`src/logic/lsu_params.svh`:
```
`ifndef LSU_PARAMS_SVH
`define LSU_PARAMS_SVH

// Data path width of the core in bits.
`define LSU_XLEN 64

// Byte address width on the CPU side and on the memory bus.
`define LSU_AWIDTH 32

// Depth of the data RAM in XLEN-wide words. Higher address bits are ignored.
`define LSU_RAM_WORDS 256

// Cycles that valid must stay high before the RAM answers with ready.
`define LSU_RAM_WAIT 2

`endif
```
`src/logic/mem_bus_pkg.sv`:
```
`default_nettype none

package mem_bus_pkg;

    // Number of bytes moved by one bus transfer.
    typedef enum logic [1:0] {
        SIZE_B = 2'd0,
        SIZE_H = 2'd1,
        SIZE_W = 2'd2,
        SIZE_D = 2'd3
    } access_size_t;

    typedef enum logic {
        REQ_READ  = 1'b0,
        REQ_WRITE = 1'b1
    } req_kind_t;

    // Response returned with ready, error on a misaligned access.
    typedef enum logic [1:0] {
        RESP_OKAY = 2'b00,
        RESP_ERR  = 2'b10
    } bus_resp_t;

endpackage

`default_nettype wire

```
`src/logic/lsu_op_pkg.sv`:
```
`default_nettype none

package lsu_op_pkg;

    // Load type code of the instruction.
    // Bit 2 marks unsigned sub-word loads, except 100 which is the doubleword load.
    typedef enum logic [2:0] {
        LD_NONE = 3'b000,  // No load.
        LD_B    = 3'b001,  // Signed byte.
        LD_H    = 3'b010,  // Signed half.
        LD_W    = 3'b011,  // Signed word.
        LD_D    = 3'b100,  // Doubleword.
        LD_BU   = 3'b101,  // Unsigned byte.
        LD_HU   = 3'b110,  // Unsigned half.
        LD_WU   = 3'b111   // Unsigned word.
    } load_type_t;

    // Store type code of the instruction.
    // Bit 2 says the store is effective, bits 1:0 give the size.
    typedef enum logic [2:0] {
        ST_NONE = 3'b000,
        ST_B    = 3'b100,
        ST_H    = 3'b101,
        ST_W    = 3'b110,
        ST_D    = 3'b111
    } store_type_t;

endpackage

`default_nettype wire

```
`src/logic/mem_interface.sv`:
```
`timescale 1ns/1ps
`default_nettype none

`include "lsu_params.svh"

module mem_interface (
    input  wire                            clk,
    input  wire                            rst,
    input  wire                            inst_valid_i,
    input  wire                            mem_read_i,
    input  wire                            mem_write_i,
    input  lsu_op_pkg::load_type_t         load_type_i,
    input  lsu_op_pkg::store_type_t        store_type_i,
    input  wire [`LSU_AWIDTH-1:0]          addr_i,
    input  wire [`LSU_XLEN-1:0]            wdata_i,
    output logic [`LSU_XLEN-1:0]           rdata_o,
    output logic                           access_ok_o,
    output logic                           access_err_o,
    output logic                           bus_valid_o,
    output logic [`LSU_AWIDTH-1:0]         bus_addr_o,
    output mem_bus_pkg::access_size_t      bus_size_o,
    output mem_bus_pkg::req_kind_t         bus_req_o,
    output logic [`LSU_XLEN-1:0]           bus_wdata_o,
    input  wire                            bus_ready_i,
    input  wire [`LSU_XLEN-1:0]            bus_rdata_i,
    input  mem_bus_pkg::bus_resp_t         bus_resp_i
);
    import lsu_op_pkg::*;
    import mem_bus_pkg::*;

    localparam int XLEN = `LSU_XLEN;

    logic               store_eff;
    access_size_t       store_size;
    access_size_t       load_size;
    logic               load_active;
    logic               load_signed;
    logic               sign_bit;
    logic [XLEN-1:0]    load_mask;
    logic               finished;
    logic               handshake;
    logic [XLEN-1:0]    read_data_r;
    logic               err_r;

    assign store_eff  = store_type_i[2];
    assign store_size = access_size_t'(store_type_i[1:0]);

    always_comb begin
        load_size   = SIZE_B;
        load_signed = 1'b0;
        load_active = 1'b1;
        case (load_type_i)
            LD_B:    load_signed = 1'b1;
            LD_H:    begin load_size = SIZE_H; load_signed = 1'b1; end
            LD_W:    begin load_size = SIZE_W; load_signed = 1'b1; end
            LD_D:    load_size = SIZE_D;
            LD_BU:   load_size = SIZE_B;
            LD_HU:   load_size = SIZE_H;
            LD_WU:   load_size = SIZE_W;
            default: load_active = 1'b0;  // No load selected.
        endcase
    end

    // Request side of the handshake.
    assign bus_valid_o = (mem_read_i | mem_write_i) & ~finished;
    assign bus_addr_o  = addr_i;
    assign bus_wdata_o = wdata_i << {addr_i[2:0], 3'b000};  // Move data into its byte lanes.
    assign handshake   = bus_valid_o & bus_ready_i;

    always_comb begin
        if (mem_write_i && store_eff) begin
            bus_size_o = store_size;
            bus_req_o  = REQ_WRITE;
        end else begin
            bus_size_o = load_size;
            bus_req_o  = REQ_READ;
        end
    end

    always_ff @(posedge clk) begin
        if (rst) begin
            read_data_r <= '0;
            err_r       <= 1'b0;
        end else if (handshake) begin
            err_r <= (bus_resp_i == RESP_ERR);
            if (mem_read_i) begin
                read_data_r <= bus_rdata_i;
            end
        end
    end

    // A new instruction takes priority over a transfer in the same cycle.
    always_ff @(posedge clk) begin
        if (rst || inst_valid_i) begin
            finished <= 1'b0;
        end else if (handshake) begin
            finished <= 1'b1;
        end
    end

    always_comb begin
        case (load_size)
            SIZE_B:  begin load_mask = XLEN'(8'hff);        sign_bit = read_data_r[7];  end
            SIZE_H:  begin load_mask = XLEN'(16'hffff);     sign_bit = read_data_r[15]; end
            SIZE_W:  begin load_mask = XLEN'(32'hffff_ffff); sign_bit = read_data_r[31]; end
            default: begin load_mask = '1;                  sign_bit = read_data_r[XLEN-1]; end
        endcase
        if (!load_active) begin
            load_mask = '0;
        end
    end

    // Signed loads fill everything above the loaded size with its top bit.
    assign rdata_o = (read_data_r & load_mask) |
                     ({XLEN{load_signed & sign_bit}} & ~load_mask);

    assign access_ok_o  = finished;
    assign access_err_o = err_r;

endmodule

`default_nettype wire

```
`config.mk`:
```
export PLATFORM = sky130hd
export DESIGN_NAME = mem_interface
export DESIGN_NICKNAME = d
export VERILOG_FILES = /design/src/logic/mem_bus_pkg.sv /design/src/logic/lsu_op_pkg.sv /design/src/logic/mem_interface.sv
export VERILOG_INCLUDE_DIRS = /design/src /design/src/logic
export SDC_FILE = /design/constraint.sdc
export NUM_CORES = 1
export LEC_CHECK = 0
export BUFFER_PORTS_ARGS = -buffer_cell sky130_fd_sc_hd__buf_2
export CAP_MARGIN = 30
export CORE_MARGIN = 10
export CORE_UTILIZATION = 40
export DETAILED_ROUTE_END_ITERATION = 16
export PLACE_DENSITY = 0.77
export SLEW_MARGIN = 40
export SYNTH_ARGS = -nofsm -noshare
export SYNTH_HDL_FRONTEND = slang
export SYNTH_SLANG_ARGS = --single-unit
```
`constraint.sdc`:
```
create_clock -name clk -period 1.5 [get_ports clk]
set_input_delay 0 -clock clk [delete_from_list [all_inputs] [get_ports clk]]
set_output_delay 0 -clock clk [all_outputs]
set_load 0.005 [all_outputs]
```
==> run summary, run 1 <==
The flow ran to the end, but the final reports show violations. The checks that failed: negative setup slack. Ranked by total cell area, the synthesized netlist is headed by sky130_fd_sc_hd__dfxtp_1 (26%), sky130_fd_sc_hd__nand2_1 (12%), sky130_fd_sc_hd__a21oi_1 (9.9%). For met1 alone, demand over resource in global routing was 25.8%.

The per-cell routed wire length was 19.4 um; the largest clock skew in the final design was 7.70 ps. Global routing used 8.80% of the available met3 tracks. In this run, the number of DRC markers left after iteration 0 of detailed routing was 549.

Setup repair after global routing could not meet its margin everywhere. The run gives 86.2 ps as the worst setup slack after placement. The synthesized design contains 0 enable-type register cells. The maximum number of buffers from clock root to sink came out at 2.

The total core area came out at 0.0126 sq mm. The die covers 0.0178 sq mm. The run gives 1540 ps as the critical path arrival.

The global routing stage identified its most utilized layer as met2. The via count of the first global-routing pass came out at 6,512. From bottom edge to top edge, the die measures 134 um. The area added between synthesis and finish works out to 48.3%. The routed design has 23,200 um of wire.

Top cell type's share of synthesized area: 25.6%. The final worst-path setup slack was -40.8 ps; the total CTS buffers was 9. The number of buffers and inverters on the critical path is 3. The tree built by TritonCTS fans out to 66 sinks. The mean instance size in the synthesized netlist came out at 7.18 sq um. In this run the tightest slew margin relative to its limit is 57.1%.

The clock tree synthesis step divided the H-tree into 3 levels. The worst-path cell with the longest stage delay was sky130_fd_sc_hd__dfxtp_2. The logs give 0.00516 sq mm for the area of the mapped netlist and 25.6% for the sequential-to-total area share from yosys stat.

After synthesis, the most frequently instantiated cells are sky130_fd_sc_hd__nand2_1 (170), sky130_fd_sc_hd__a21oi_1 (102), sky130_fd_sc_hd__dfxtp_1 (66). The finished layout holds 1,193 standard cells, fillers aside. The tools report the clock insertion delay at the later pin of the skew report as 340 ps. For this run, the top clock speed supported by timing is 649 MHz. CTS placed an instance of sky130_fd_sc_hd__clkbuf_16 at the clock tree root. The logs give 1,105 for the placed cell count and 41 for the number of placement rows. For the layout net count, the log shows 1,189.

At the worst endpoint, the required time is 1500 ps. The number of nets with antenna violations after detailed routing is 0. For this run, the leading register cell type out of synthesis is sky130_fd_sc_hd__dfxtp_1.

The worst setup path is of the flop to output port kind. For this run, the number of Yosys warnings is 0. The placer congestion estimate is 0.949. TritonCTS built the clock tree. The clock-pin transition on the worst setup and hold timing paths came out at 60 ps.

The worst setup path is launched from a flop. The worst setup path is captured at an output port. The logs give 0 for the final number of max-transition violations and 40.9% for the effective utilization at floorplan.

Among all cell types in the netlist, the one instantiated most often is sky130_fd_sc_hd__nand2_1. 340 I/O pins were placed. Power spread over the standard cell area amounts to 748 mW/mm^2.

Traced cell by cell, the critical path runs through mux2_2, nand3b_1, buf_4, clkbuf_16, nand2_1, buf_2. The logs give 0 for the final-report hold violation count and 0.910 mV for the highest ir drop seen on vdd. The wire-length estimate of the detail-placed layout is 15,800 um. Counting distinct cell types in the post-synthesis netlist gives 42. The share of synthesized flip-flops with an asynchronous set or reset is 0%. The total overflow left after global routing is 0. For this run, the total global-route usage over all layers was measured as 23.8%.

Setup violations remaining at the end of the flow were counted as 32. Category of cells accounting for the largest share of critical-path delay: buffers and inverters. The tools report the first-pass GRT wire length as 35,200 um. The worst min-delay path class is input port to output port. The slew at the pin with the worst max-slew slack was 642 ps. Measured along the x axis, the die boundary spans 134 um.

The minimum clock period after layout was 1540 ps. Dividing the final minimum period by the clock period gives 103%. The maximum number of pins on one net before global-route repair was 56; the worst stage delay on the critical path was 340 ps.

Synthesis produced a netlist with a net count of 892. The count of buffers added on input and output ports is 281. The max-cap violation count was 0; the synthesized instance count was 718. Global routing consumed, on the met2 layer, 41.3% of the routing resources. The share of the core filled with cells was 60.6%; the fraction of final layout cells with drive strength greater than 1 was 37.3%. In this run the static leakage power is 3.99 nW. Across all layers, the routed design uses 6,524 vias. The first detailed-routing pass ran for 6 iterations. After detailed routing, the number of remaining DRC violations is 0.

The cell type with the largest total area after synthesis is sky130_fd_sc_hd__dfxtp_1. The initial antenna violation count was 1. Along the worst path, the maximum fanout reaches 10.

The number of vias per cell is 5.47, and the number of synthesized register bits is 66.
[power breakdown]
part	total, W	switching [W]	internal, W
combinational	0.00166	0.000848	0.000814
sequential	0.00189	0.0000479	0.00184
clock	0.00217	0.000839	0.00133
total	0.00572	0.00174	0.00399
[worst register-to-register path: stages, from the launching register on]
cell and delay, ps:
sky130_fd_sc_hd__dfxtp_1 340, sky130_fd_sc_hd__nand2b_1 180, sky130_fd_sc_hd__or4b_2 620, sky130_fd_sc_hd__a21oi_1 160
[metal layers]
metal / part of all wire, % / wire length [um]
met5: 0 / 0
met4: 2.9 / 678
met3: 11 / 2440
met2: 50 / 11500
met1: 37 / 8520
[logic make-up (layout without fill, tap and decap cells)]
kind of cell / after synthesis / after routing / synth area share [%]
buf+inv: 106 / 408 / 11.8
other cells: 0 / 1 / 0
mux: 66 / 66 / 13.4
flops: 66 / 66 / 25.6
simple gates: 253 / 253 / 21.9
compound gates: 227 / 227 / 27.3
[worst paths after layout]
check	start	endpoint	slack, ps	cells after the start
setup / recovery	read_data_r[15]$_SDFFE_PP0P_	rdata_o[54]	-40	6
hold / removal	addr_i[4]	bus_addr_o[4]	0.001	0
setup reg to reg	access_ok_o$_SDFFE_PP0P_	access_err_o$_SDFFE_PP0P_	150	3
hold reg to reg	read_data_r[40]$_SDFFE_PP0P_	read_data_r[40]$_SDFFE_PP0P_	450	2
[cell usage in the layout (no fill, tap or decap), types with 3 or more instances in the layout]
cell type	n
sky130_fd_sc_hd__a21o_1	26
sky130_fd_sc_hd__a2bb2oi_1	9
sky130_fd_sc_hd__and2_1	9
sky130_fd_sc_hd__clkbuf_16	10
sky130_fd_sc_hd__dlygate4sd3_1	66
sky130_fd_sc_hd__a211oi_1	19
sky130_fd_sc_hd__dfxtp_1	64
sky130_fd_sc_hd__nor2b_1	19
sky130_fd_sc_hd__a31o_2	4
sky130_fd_sc_hd__mux2i_1	44
sky130_fd_sc_hd__buf_12	10
sky130_fd_sc_hd__a21oi_1	100
sky130_fd_sc_hd__nand2_1	169
sky130_fd_sc_hd__buf_2	280
sky130_fd_sc_hd__o22ai_1	11
sky130_fd_sc_hd__nand3b_1	9
sky130_fd_sc_hd__a31oi_1	5
sky130_fd_sc_hd__nand2b_1	5
sky130_fd_sc_hd__nor2_1	24
sky130_fd_sc_hd__mux2_2	21
sky130_fd_sc_hd__or2_2	7
sky130_fd_sc_hd__o21ai_0	22
sky130_fd_sc_hd__buf_4	21
sky130_fd_sc_hd__a221oi_1	4
sky130_fd_sc_hd__a22oi_1	5
sky130_fd_sc_hd__o211ai_1	3
sky130_fd_sc_hd__o21a_1	9
sky130_fd_sc_hd__inv_1	8
sky130_fd_sc_hd__buf_6	5
sky130_fd_sc_hd__a22o_1	4
[sequential cells by signal, indices dropped and copies added, names as in the netlist]
register and flops:
access_ok_o 1, access_err_o 1, read_data_r 64
[timing repair]
item	in CTS	in global routing
hold endpoints to repair	66	0
endpoints found under the setup margin	40	50
setup buffers	1	2
hold buffers	66	0
pin swaps	0	1
cloned	0	2
gates resized for setup	4	15
[per-stage QoR]
stage                     setup TNS (ps)  hold slack [ps]  power, W  instance area [sq um]
final                               -614          0.00143   0.00572                   7650
after global routing               -2860          0.00796   0.00596                   7650
after CTS                              0           0.0346   0.00567                   7550
after detailed placement               0           0.0346   0.00339                   6560
after global placement                 0           0.0346   0.00338                   6560
after floorplan                        0             80.8   0.00277                   5160
[cell type report]
type	instances	area (sq um)
antenna	1	2.50
clock buffer	10	239
clock inverter	6	65.1
fill	1082	4970
inverter	8	30.0
multi-input combinational	546	3250
sequential	66	1320
tap	172	215
timing repair buffer	384	2520
Note: power is estimated with default switching activity, not from simulation.
==> run 2: changes to the inputs <==
--- a/config.mk
+++ b/config.mk
@@ -11,6 +11,7 @@
 export CORE_MARGIN = 10
 export CORE_UTILIZATION = 40
 export DETAILED_ROUTE_END_ITERATION = 16
+export HOLD_SLACK_MARGIN = 0.15
 export PLACE_DENSITY = 0.77
 export SLEW_MARGIN = 40
 export SYNTH_ARGS = -nofsm -noshare
==> run 2 against run 1 <==
  * The run still ends with negative setup slack left
  * Register-to-register slack lost 40 ps
  * Wire length grew 5.2%
  * Clock-buffer cell count is the same
  * Global-route usage grew 1.2 points
  * Clock skew shrank 2.6 ps
  * Combinational power grew 6%
  * Highest routed layer unchanged
==> run summary, run 2 (synthesis results as in run 1) <==
The number of DRC markers in iteration 0 was 493 (-10%). The number of flip-flops in the largest register came out at 64 (unchanged). The largest clock skew in the final design came out at 5.08 ps (-2.62 ps). The tools report the routed via count as 6,720 (+3.0%). The run finished, with violations left.

The library cells used most frequently in the layout, excluding fill and tap cells, are sky130_fd_sc_hd__buf_2 (279), sky130_fd_sc_hd__nand2_1 (169), sky130_fd_sc_hd__dlygate4sd3_1 (101). The initial antenna violation count was 1 (unchanged). Final number of max-transition violations: 0 (unchanged). The layout net count came out at 1,225 (+3.0%). The number of vias per cell works out to 5.47 (about the same). The share of the core filled with cells came out at 63.6% (+3.0 points). The count of pins on the block boundary was 340 (unchanged). The overall routing resource usage was 25.0% (+1.2 points); the total grt overflow was 0 (unchanged). For the highest ir drop seen on vdd, the log shows 0.883 mV (-3.0%). The slew at the pin with the worst max-slew slack was 634 ps (-7.98 ps); the die area was 0.0178 sq mm (unchanged). The final-report setup violation count is 24 (-25%). Final period utilization: 102% (-0.23 points). The run gives -422 ps (+193 ps) as the setup TNS.

The number of nets with antenna violations after detailed routing came out at 0 (unchanged). For the sink count of the clock tree, the log shows 66 (unchanged). Leakage dissipation: 4.14 nW (+3.9%).

The first-pass GRT wire length is 37,000 um (+5.1%). For the final-report hold violation count, the log shows 0 (unchanged). The worst-path cell with the longest stage delay is sky130_fd_sc_hd__dfxtp_2.

The worst setup path is captured at an output port. The tools report the cell at the root of the clock tree as sky130_fd_sc_hd__clkbuf_16. Setup repair after global routing could not meet its margin everywhere. The number of remaining DRC errors is 0 (unchanged). The largest fanout of any net on the critical path was 10 (unchanged); the data required time at the worst endpoint was 1500 ps (about the same). The number of placement rows came out at 41 (unchanged).

The tools report the detailed placement HPWL as 15,800 um (unchanged). The minimum clock period after layout came out at 1540 ps (-3.49 ps). The most common library cell in the layout ignoring fill and taps is sky130_fd_sc_hd__buf_2. TritonCTS built the clock tree. From synthesis to final layout, the design area changed by 55.6%.

The worst hold path depth is 3 (+3), and the logic gate share of total power is 30.3% (+1.2 points). The tools report the total number of H-tree levels as 3 (unchanged). The tools report the maximum number of pins on one net before global-route repair as 56 (unchanged).

The per-cell routed wire length came out at 19.8 um (+2.1%). The portion of total power attributed to sequential cells is 32.4% (-0.6 points), and the power per unit of standard cell area is 725 mW/mm^2 (-3.1%). The post-detailed-routing wire length is 24,300 um (+5.2%).

The critical path in this run is classified as flop to output port. The die width was 134 um (unchanged). The logic depth of the worst path, buffers included was 6 (unchanged); the tightest slew margin relative to the limit was 57.7% (+0.53 points). The final reports fail on negative setup slack. Effective utilization at floorplan: 40.9% (unchanged).

The fraction of final layout cells with drive strength greater than 1 was 36.5% (-0.80 points). The critical path buffer and inverter count was 3 (unchanged). The clock insertion delay at the later pin of the skew report was 340 ps (about the same). The clock-pin transition on the worst setup and hold timing paths is 60 ps (about the same), and the number of iterations in the first detailed-routing pass is 5 (-1). Worst min-delay path class: input port to output port. The number of cells traversed by the worst register-to-register path was 4 (+1). The worst setup path is launched from a flop.

For the max-cap violation count, the log shows 0 (unchanged). The total core area is 0.0126 sq mm (unchanged), and the highest achievable clock rate is 651 MHz (+0.23%). The most flop-heavy register is read_data_r. The height of the die came out at 134 um (unchanged). On the critical path the largest part of the delay comes from buffers and inverters. The critical path goes through mux2_2, nand3b_1, buf_6, clkbuf_16, nand2_1, buf_2. Fraction of power consumed by the clock network: 37.2% (-0.8 points).

The via count of the first global-routing pass was 6,823 (+4.8%); the switching power was 0.00176 W (+1.5%). The placer congestion estimate was 0.949 (unchanged); the maximum number of buffers from clock root to sink was 2 (unchanged). The internal power was 0.00405 W (+1.6%).

The final worst-path setup slack is -37.3 ps (+3.49 ps), and the worst stage delay on the critical path is 330 ps (about the same). The net switching fraction of the power is 30.3% (about the same), and the number of input and output port buffers inserted is 281 (unchanged). The tools report the total CTS buffers as 9 (unchanged). The run gives 1540 ps (about the same) as the critical path arrival.
[run 2: per-layer routing]
metal  global-route usage, %  share of wire, %  wire length (um)
met1                    26.6                36              8740
met3                    8.87                10              2430
met2                    43.1                50             12200
met5                       0                 0                 0
met4                    12.1               4.1               996
[run 2: metrics by stage]
step           worst slack (ps)  cells  cell area [sq um]  hold slack, ps  power (W)
6_report                  -37.3   1229               8020             300    0.00581
5_1_grt                   -92.3   1229               8020             321    0.00606
4_1_cts                    4.71   1223               7900             293    0.00576
3_5_place_dp               86.2   1105               6560          0.0346    0.00339
3_3_place_gp               51.0   1105               6560          0.0346    0.00338
2_1_floorplan               214    718               5160            80.8    0.00277
[run 2: layout make-up]
class / count / area [sq um]
diodes: 1 / 2.50
clock buffers: 10 / 239
clock inverters: 6 / 65.1
fillers: 1036 / 4600
inverters: 8 / 30.0
multi-input cells: 546 / 3260
flip-flops and latches: 66 / 1330
well taps: 172 / 215
repair buffers: 420 / 2880
[run 2: final timing paths]
check	start	end	slack, ps
setup / recovery	read_data_r[15]$_SDFFE_PP0P_	rdata_o[54]	-40
hold reg to reg	read_data_r[40]$_SDFFE_PP0P_	read_data_r[40]$_SDFFE_PP0P_	450
hold / removal	store_type_i[1]	bus_size_o[1]	300
setup reg to reg	access_ok_o$_SDFFE_PP0P_	access_ok_o$_SDFFE_PP0P_	110
[run 2: repair_timing]
| action | CTS | global route |
|---|---|---|
| gates resized for setup | 4 | 20 |
| endpoints found under the setup margin | 40 | 52 |
| hold buffers | 101 | 0 |
| setup buffers | 1 | 3 |
| gates cloned | 0 | 2 |
| endpoints found under the hold margin | 95 | 0 |
| pin swaps | 0 | 2 |
[run 2: power by group through the flow]
| stage | registers [W] | logic, W | clock network [W] |
|---|---|---|---|
| after floorplan | 0.00191 | 0.000863 | 0 |
| after global placement | 0.00191 | 0.00147 | 0 |
| after detailed placement | 0.00192 | 0.00148 | 0 |
| after CTS | 0.00188 | 0.00171 | 0.00217 |
| after global routing | 0.00189 | 0.00191 | 0.00226 |
| final | 0.00189 | 0.00176 | 0.00216 |
[run 2: worst reg2reg max path: cells and delay by family (launching register included)]
| family | cells | cell delay (ps) |
|---|---|---|
| AO/OA/AOI/OAI | 1 | 160 |
| buffers and inverters | 1 | 540 |
| flip-flops | 1 | 370 |
| AND/OR/NAND/NOR | 2 | 210 |
==> run 3: changes to the inputs <==
--- a/config.mk
+++ b/config.mk
@@ -6,13 +6,13 @@
 export SDC_FILE = /design/constraint.sdc
 export NUM_CORES = 1
 export LEC_CHECK = 0
-export BUFFER_PORTS_ARGS = -buffer_cell sky130_fd_sc_hd__buf_2
 export CAP_MARGIN = 30
 export CORE_MARGIN = 10
 export CORE_UTILIZATION = 40
 export DETAILED_ROUTE_END_ITERATION = 16
+export DONT_BUFFER_PORTS = 1
 export HOLD_SLACK_MARGIN = 0.15
-export PLACE_DENSITY = 0.77
+export PLACE_DENSITY = 0.54
 export SLEW_MARGIN = 40
 export SYNTH_ARGS = -nofsm -noshare
 export SYNTH_HDL_FRONTEND = slang
==> run 3 against run 2 <==
  * The run now ends clean
  * Flip-flop and latch count stayed put
  * Final area is 19% lower
  * Clock-buffer cell count is 2 higher
  * Non-clock buffer count is 281 lower
  * Clock skew is 1.7 ps lower
  * First-iteration DRC count is 38% lower
  * Critical path depth is 1 lower
==> run summary, run 3 (synthesis results as in run 1) <==
CTS placed an instance of sky130_fd_sc_hd__clkbuf_16 at the clock tree root. The final period utilization came out at 98.6% (-3.9 points). The slew at the pin with the worst max-slew slack is 737 ps (+103 ps). The worst min-delay path class was input port to output port. The post-route total power is 0.00498 W (-14%).

The tools report the origin of the critical flop-to-flop path as access_ok_o$_SDFFE_PP0P_. The maximum number of buffers from clock root to sink was 2 (unchanged). The logs give 51.5% (-12 points) for the share of the core filled with cells and 0 (unchanged) for the total grt overflow. The minimum clock period after layout was 1480 ps (-58.4 ps); the total core area was 0.0126 sq mm (unchanged). The endpoint of the worst-slack reg-to-reg timing path is access_ok_o$_SDFFE_PP0P_. The number of nets with antenna violations after detailed routing came out at 0 (unchanged). The count of pins on the block boundary was 340 (unchanged).

The library cells used most frequently in the layout, excluding fill and tap cells, are sky130_fd_sc_hd__nand2_1 (168), sky130_fd_sc_hd__dlygate4sd3_1 (116), sky130_fd_sc_hd__a21oi_1 (102). The tools report the number of DRC markers in iteration 0 as 308 (-38%). By startpoint and endpoint, the worst setup path is classified as flop to output port.

For the overall routing resource usage, the log shows 20.6% (-4.4 points). Walking the worst path, the cells encountered are mux2_4, nand3b_1, buf_12, nand2_1, buf_4. The tools report the number of placement rows as 41 (unchanged). The logic gate share of total power is 23.8% (-6.5 points).

The placer congestion estimate is 0.838 (-12%), and the number of iterations in the first detailed-routing pass is 5 (unchanged). The effective utilization at floorplan is 40.9% (unchanged), and the register-to-register setup slack is 80 ps (-30 ps). The net switching fraction of the power is 27.3% (-3.0 points). The clock-pin transition on the worst setup and hold timing paths is 50 ps (about the same), and the worst hold path depth is 1 (-2). Switching power: 0.00136 W (-23%). Grouping stages by cell kind, the critical path spends the most delay in flip-flops. The sink count of the clock tree was 66 (unchanged); the largest clock skew in the final design was 3.34 ps (-1.75 ps). In this run the most critical hold path is launched from addr_i[1]. The placed cell count came out at 813 (-26%). For the critical path arrival, the log shows 1480 ps (-60 ps). The tools report the final number of max-transition violations as 0 (unchanged). The run gives 166 ps (+79.7 ps) as the worst setup slack after placement. The fraction of final layout cells with drive strength greater than 1 is 10.5% (-26 points), and the initial antenna violation count is 0 (-1). The power per unit of standard cell area came out at 767 mW/mm^2 (+5.9%). Among all stages on the critical path, the largest delay is contributed by sky130_fd_sc_hd__dfxtp_2. For the fraction of power consumed by the clock network, the log shows 38.3% (+1.1 points). The logs give 0 (-1) for the antenna cell count and 946 (-23%) for the number of non-filler instances in the completed layout.

The worst setup path is launched from a flop. The run gives 0 (unchanged) as the max-cap violation count. The highest ir drop seen on vdd came out at 0.656 mV (-26%). The internal power is 0.00362 W (-11%), and the height of the die is 134 um (unchanged). The logs give 0 (unchanged) for the final-report hold violation count and 5,406 (-21%) for the via count of the first global-routing pass. The die area is 0.0178 sq mm (unchanged). Relative to the synthesized area, the layout overhead comes to 26.0%. The final worst-path setup slack came out at 21.1 ps (+58.4 ps). The logs give 1500 ps (about the same) for the data required time at the worst endpoint and 37.9% (+5.5 points) for the portion of total power attributed to sequential cells. The number of cells traversed by the worst register-to-register path works out to 4 (unchanged).

The largest fanout of any net on the critical path came out at 26 (+16). The final-report setup violation count is 0 (-100%). The first-pass GRT wire length is 30,500 um (-18%).

The number of input and output port buffers inserted was 0 (-100%). The run gives 0 (unchanged) as the number of remaining DRC errors. The total number of H-tree levels was 3 (unchanged); the worst stage delay on the critical path was 330 ps (about the same). The clock insertion delay at the later pin of the skew report is 330 ps (about the same), and the per-cell routed wire length is 21.4 um (+7.9%). The critical path buffer and inverter count works out to 2 (-1). Most common library cell in the layout ignoring fill and taps: sky130_fd_sc_hd__nand2_1. The flow ran to the end, and the final reports show no timing, DRC or antenna violations. The number of flip-flops in the largest register was 64 (unchanged).

The leakage dissipation was 2.84 nW (-31%). read_data_r holds more flip-flops than any other register. The hold-critical path endpoint was bus_wdata_o[35].

Setup repair after global routing could not meet its margin everywhere. The nature of the critical path endpoint is an output port. The layout net count is 944 (-23%), and the post-detailed-routing wire length is 20,200 um (-17%). The total of fill cells in the finished design is 1,249 (+21%), and the total CTS buffers is 9 (unchanged).

The maximum number of pins on one net before global-route repair was 72 (+29%). The tools report the routed via count as 5,484 (-18%). The highest achievable clock rate came out at 676 MHz (+3.9%). The die width was 134 um (unchanged). Number of vias per cell: 5.80 (+6.0%). TritonCTS built the clock tree. For the detailed placement HPWL, the log shows 13,600 um (-14%). The tightest slew margin relative to the limit was 50.7% (-7.0 points).
-- run 3: cell count changes in the layout (fill, tap and decap cells not counted), moves of 2 or more --
| cell | change |
|---|---|
| sky130_fd_sc_hd__a21oi_1 | +2 |
| sky130_fd_sc_hd__a21oi_2 | -2 |
| sky130_fd_sc_hd__buf_12 | -6 |
| sky130_fd_sc_hd__buf_2 | -279 |
| sky130_fd_sc_hd__buf_4 | -5 |
| sky130_fd_sc_hd__buf_6 | -5 |
| sky130_fd_sc_hd__dlygate4sd3_1 | +15 |
| sky130_fd_sc_hd__nor2_1 | +2 |
| sky130_fd_sc_hd__nor2_2 | -2 |
-- run 3: worst max-delay path by stage --
stage,startpoint,end,depth (start not counted)
after floorplan,access_ok_o$_SDFFE_PP0P_,access_err_o$_SDFFE_PP0P_,3
after global placement,access_ok_o$_SDFFE_PP0P_,access_err_o$_SDFFE_PP0P_,3
after detailed placement,access_ok_o$_SDFFE_PP0P_,access_err_o$_SDFFE_PP0P_,3
after CTS,read_data_r[15]$_SDFFE_PP0P_,rdata_o[51],5
after global routing,read_data_r[15]$_SDFFE_PP0P_,rdata_o[48],5
final,read_data_r[15]$_SDFFE_PP0P_,rdata_o[52],5
-- run 3: metal layers --
metal	wire [um]	up-vias	global-route usage [%]	share of wire, %
met4	375	0	5.08	1.9
met1	7670	2592	22.7	38
met5	0	-	0	0
li1	-	2551	-	-
met2	9990	313	34.9	49
met3	2180	28	9.77	11
-- run 3: power groups by stage --
stage	Clock [W]	Sequential, W	Combinational, W
2_1_floorplan	0	0.00191	0.000863
3_3_place_gp	0	0.00192	0.000849
3_5_place_dp	0	0.00192	0.000866
4_1_cts	0.00197	0.00188	0.00118
5_1_grt	0.00204	0.00189	0.00129
6_report	0.00191	0.00189	0.00119
-- run 3: repair_timing --
action / 4_1_cts / 5_1_grt
gates resized for setup: 3 / 6
buffers inserted: 1 / 0
hold buffers: 117 / 0
hold endpoints to repair: 129 / 0
setup endpoints to repair: 13 / 16
pin swaps: 1 / 0
-- run 3: area by class of cell --
cell class                      instances  area, sq um  area share (%)
Clock buffer                           12          256            3.95
Inverter                                8         30.0           0.462
Tap cell                              172          215            3.31
Clock inverter                          3         15.0           0.231
Timing Repair Buffer                  139         1410            21.6
Sequential cell                        66         1330            20.4
Multi-Input combinational cell        546         3250            50.0
-- run 3: per-stage QoR --
stage | TNS (ps) | hold slack [ps] | cell area, sq um
after floorplan | 0 | 80.8 | 5160
after global placement | 0 | 0.0346 | 5010
after detailed placement | 0 | 0.0346 | 5010
after CTS | 0 | 153 | 6480
after global routing | -239 | 157 | 6490
final | 0 | 147 | 6490
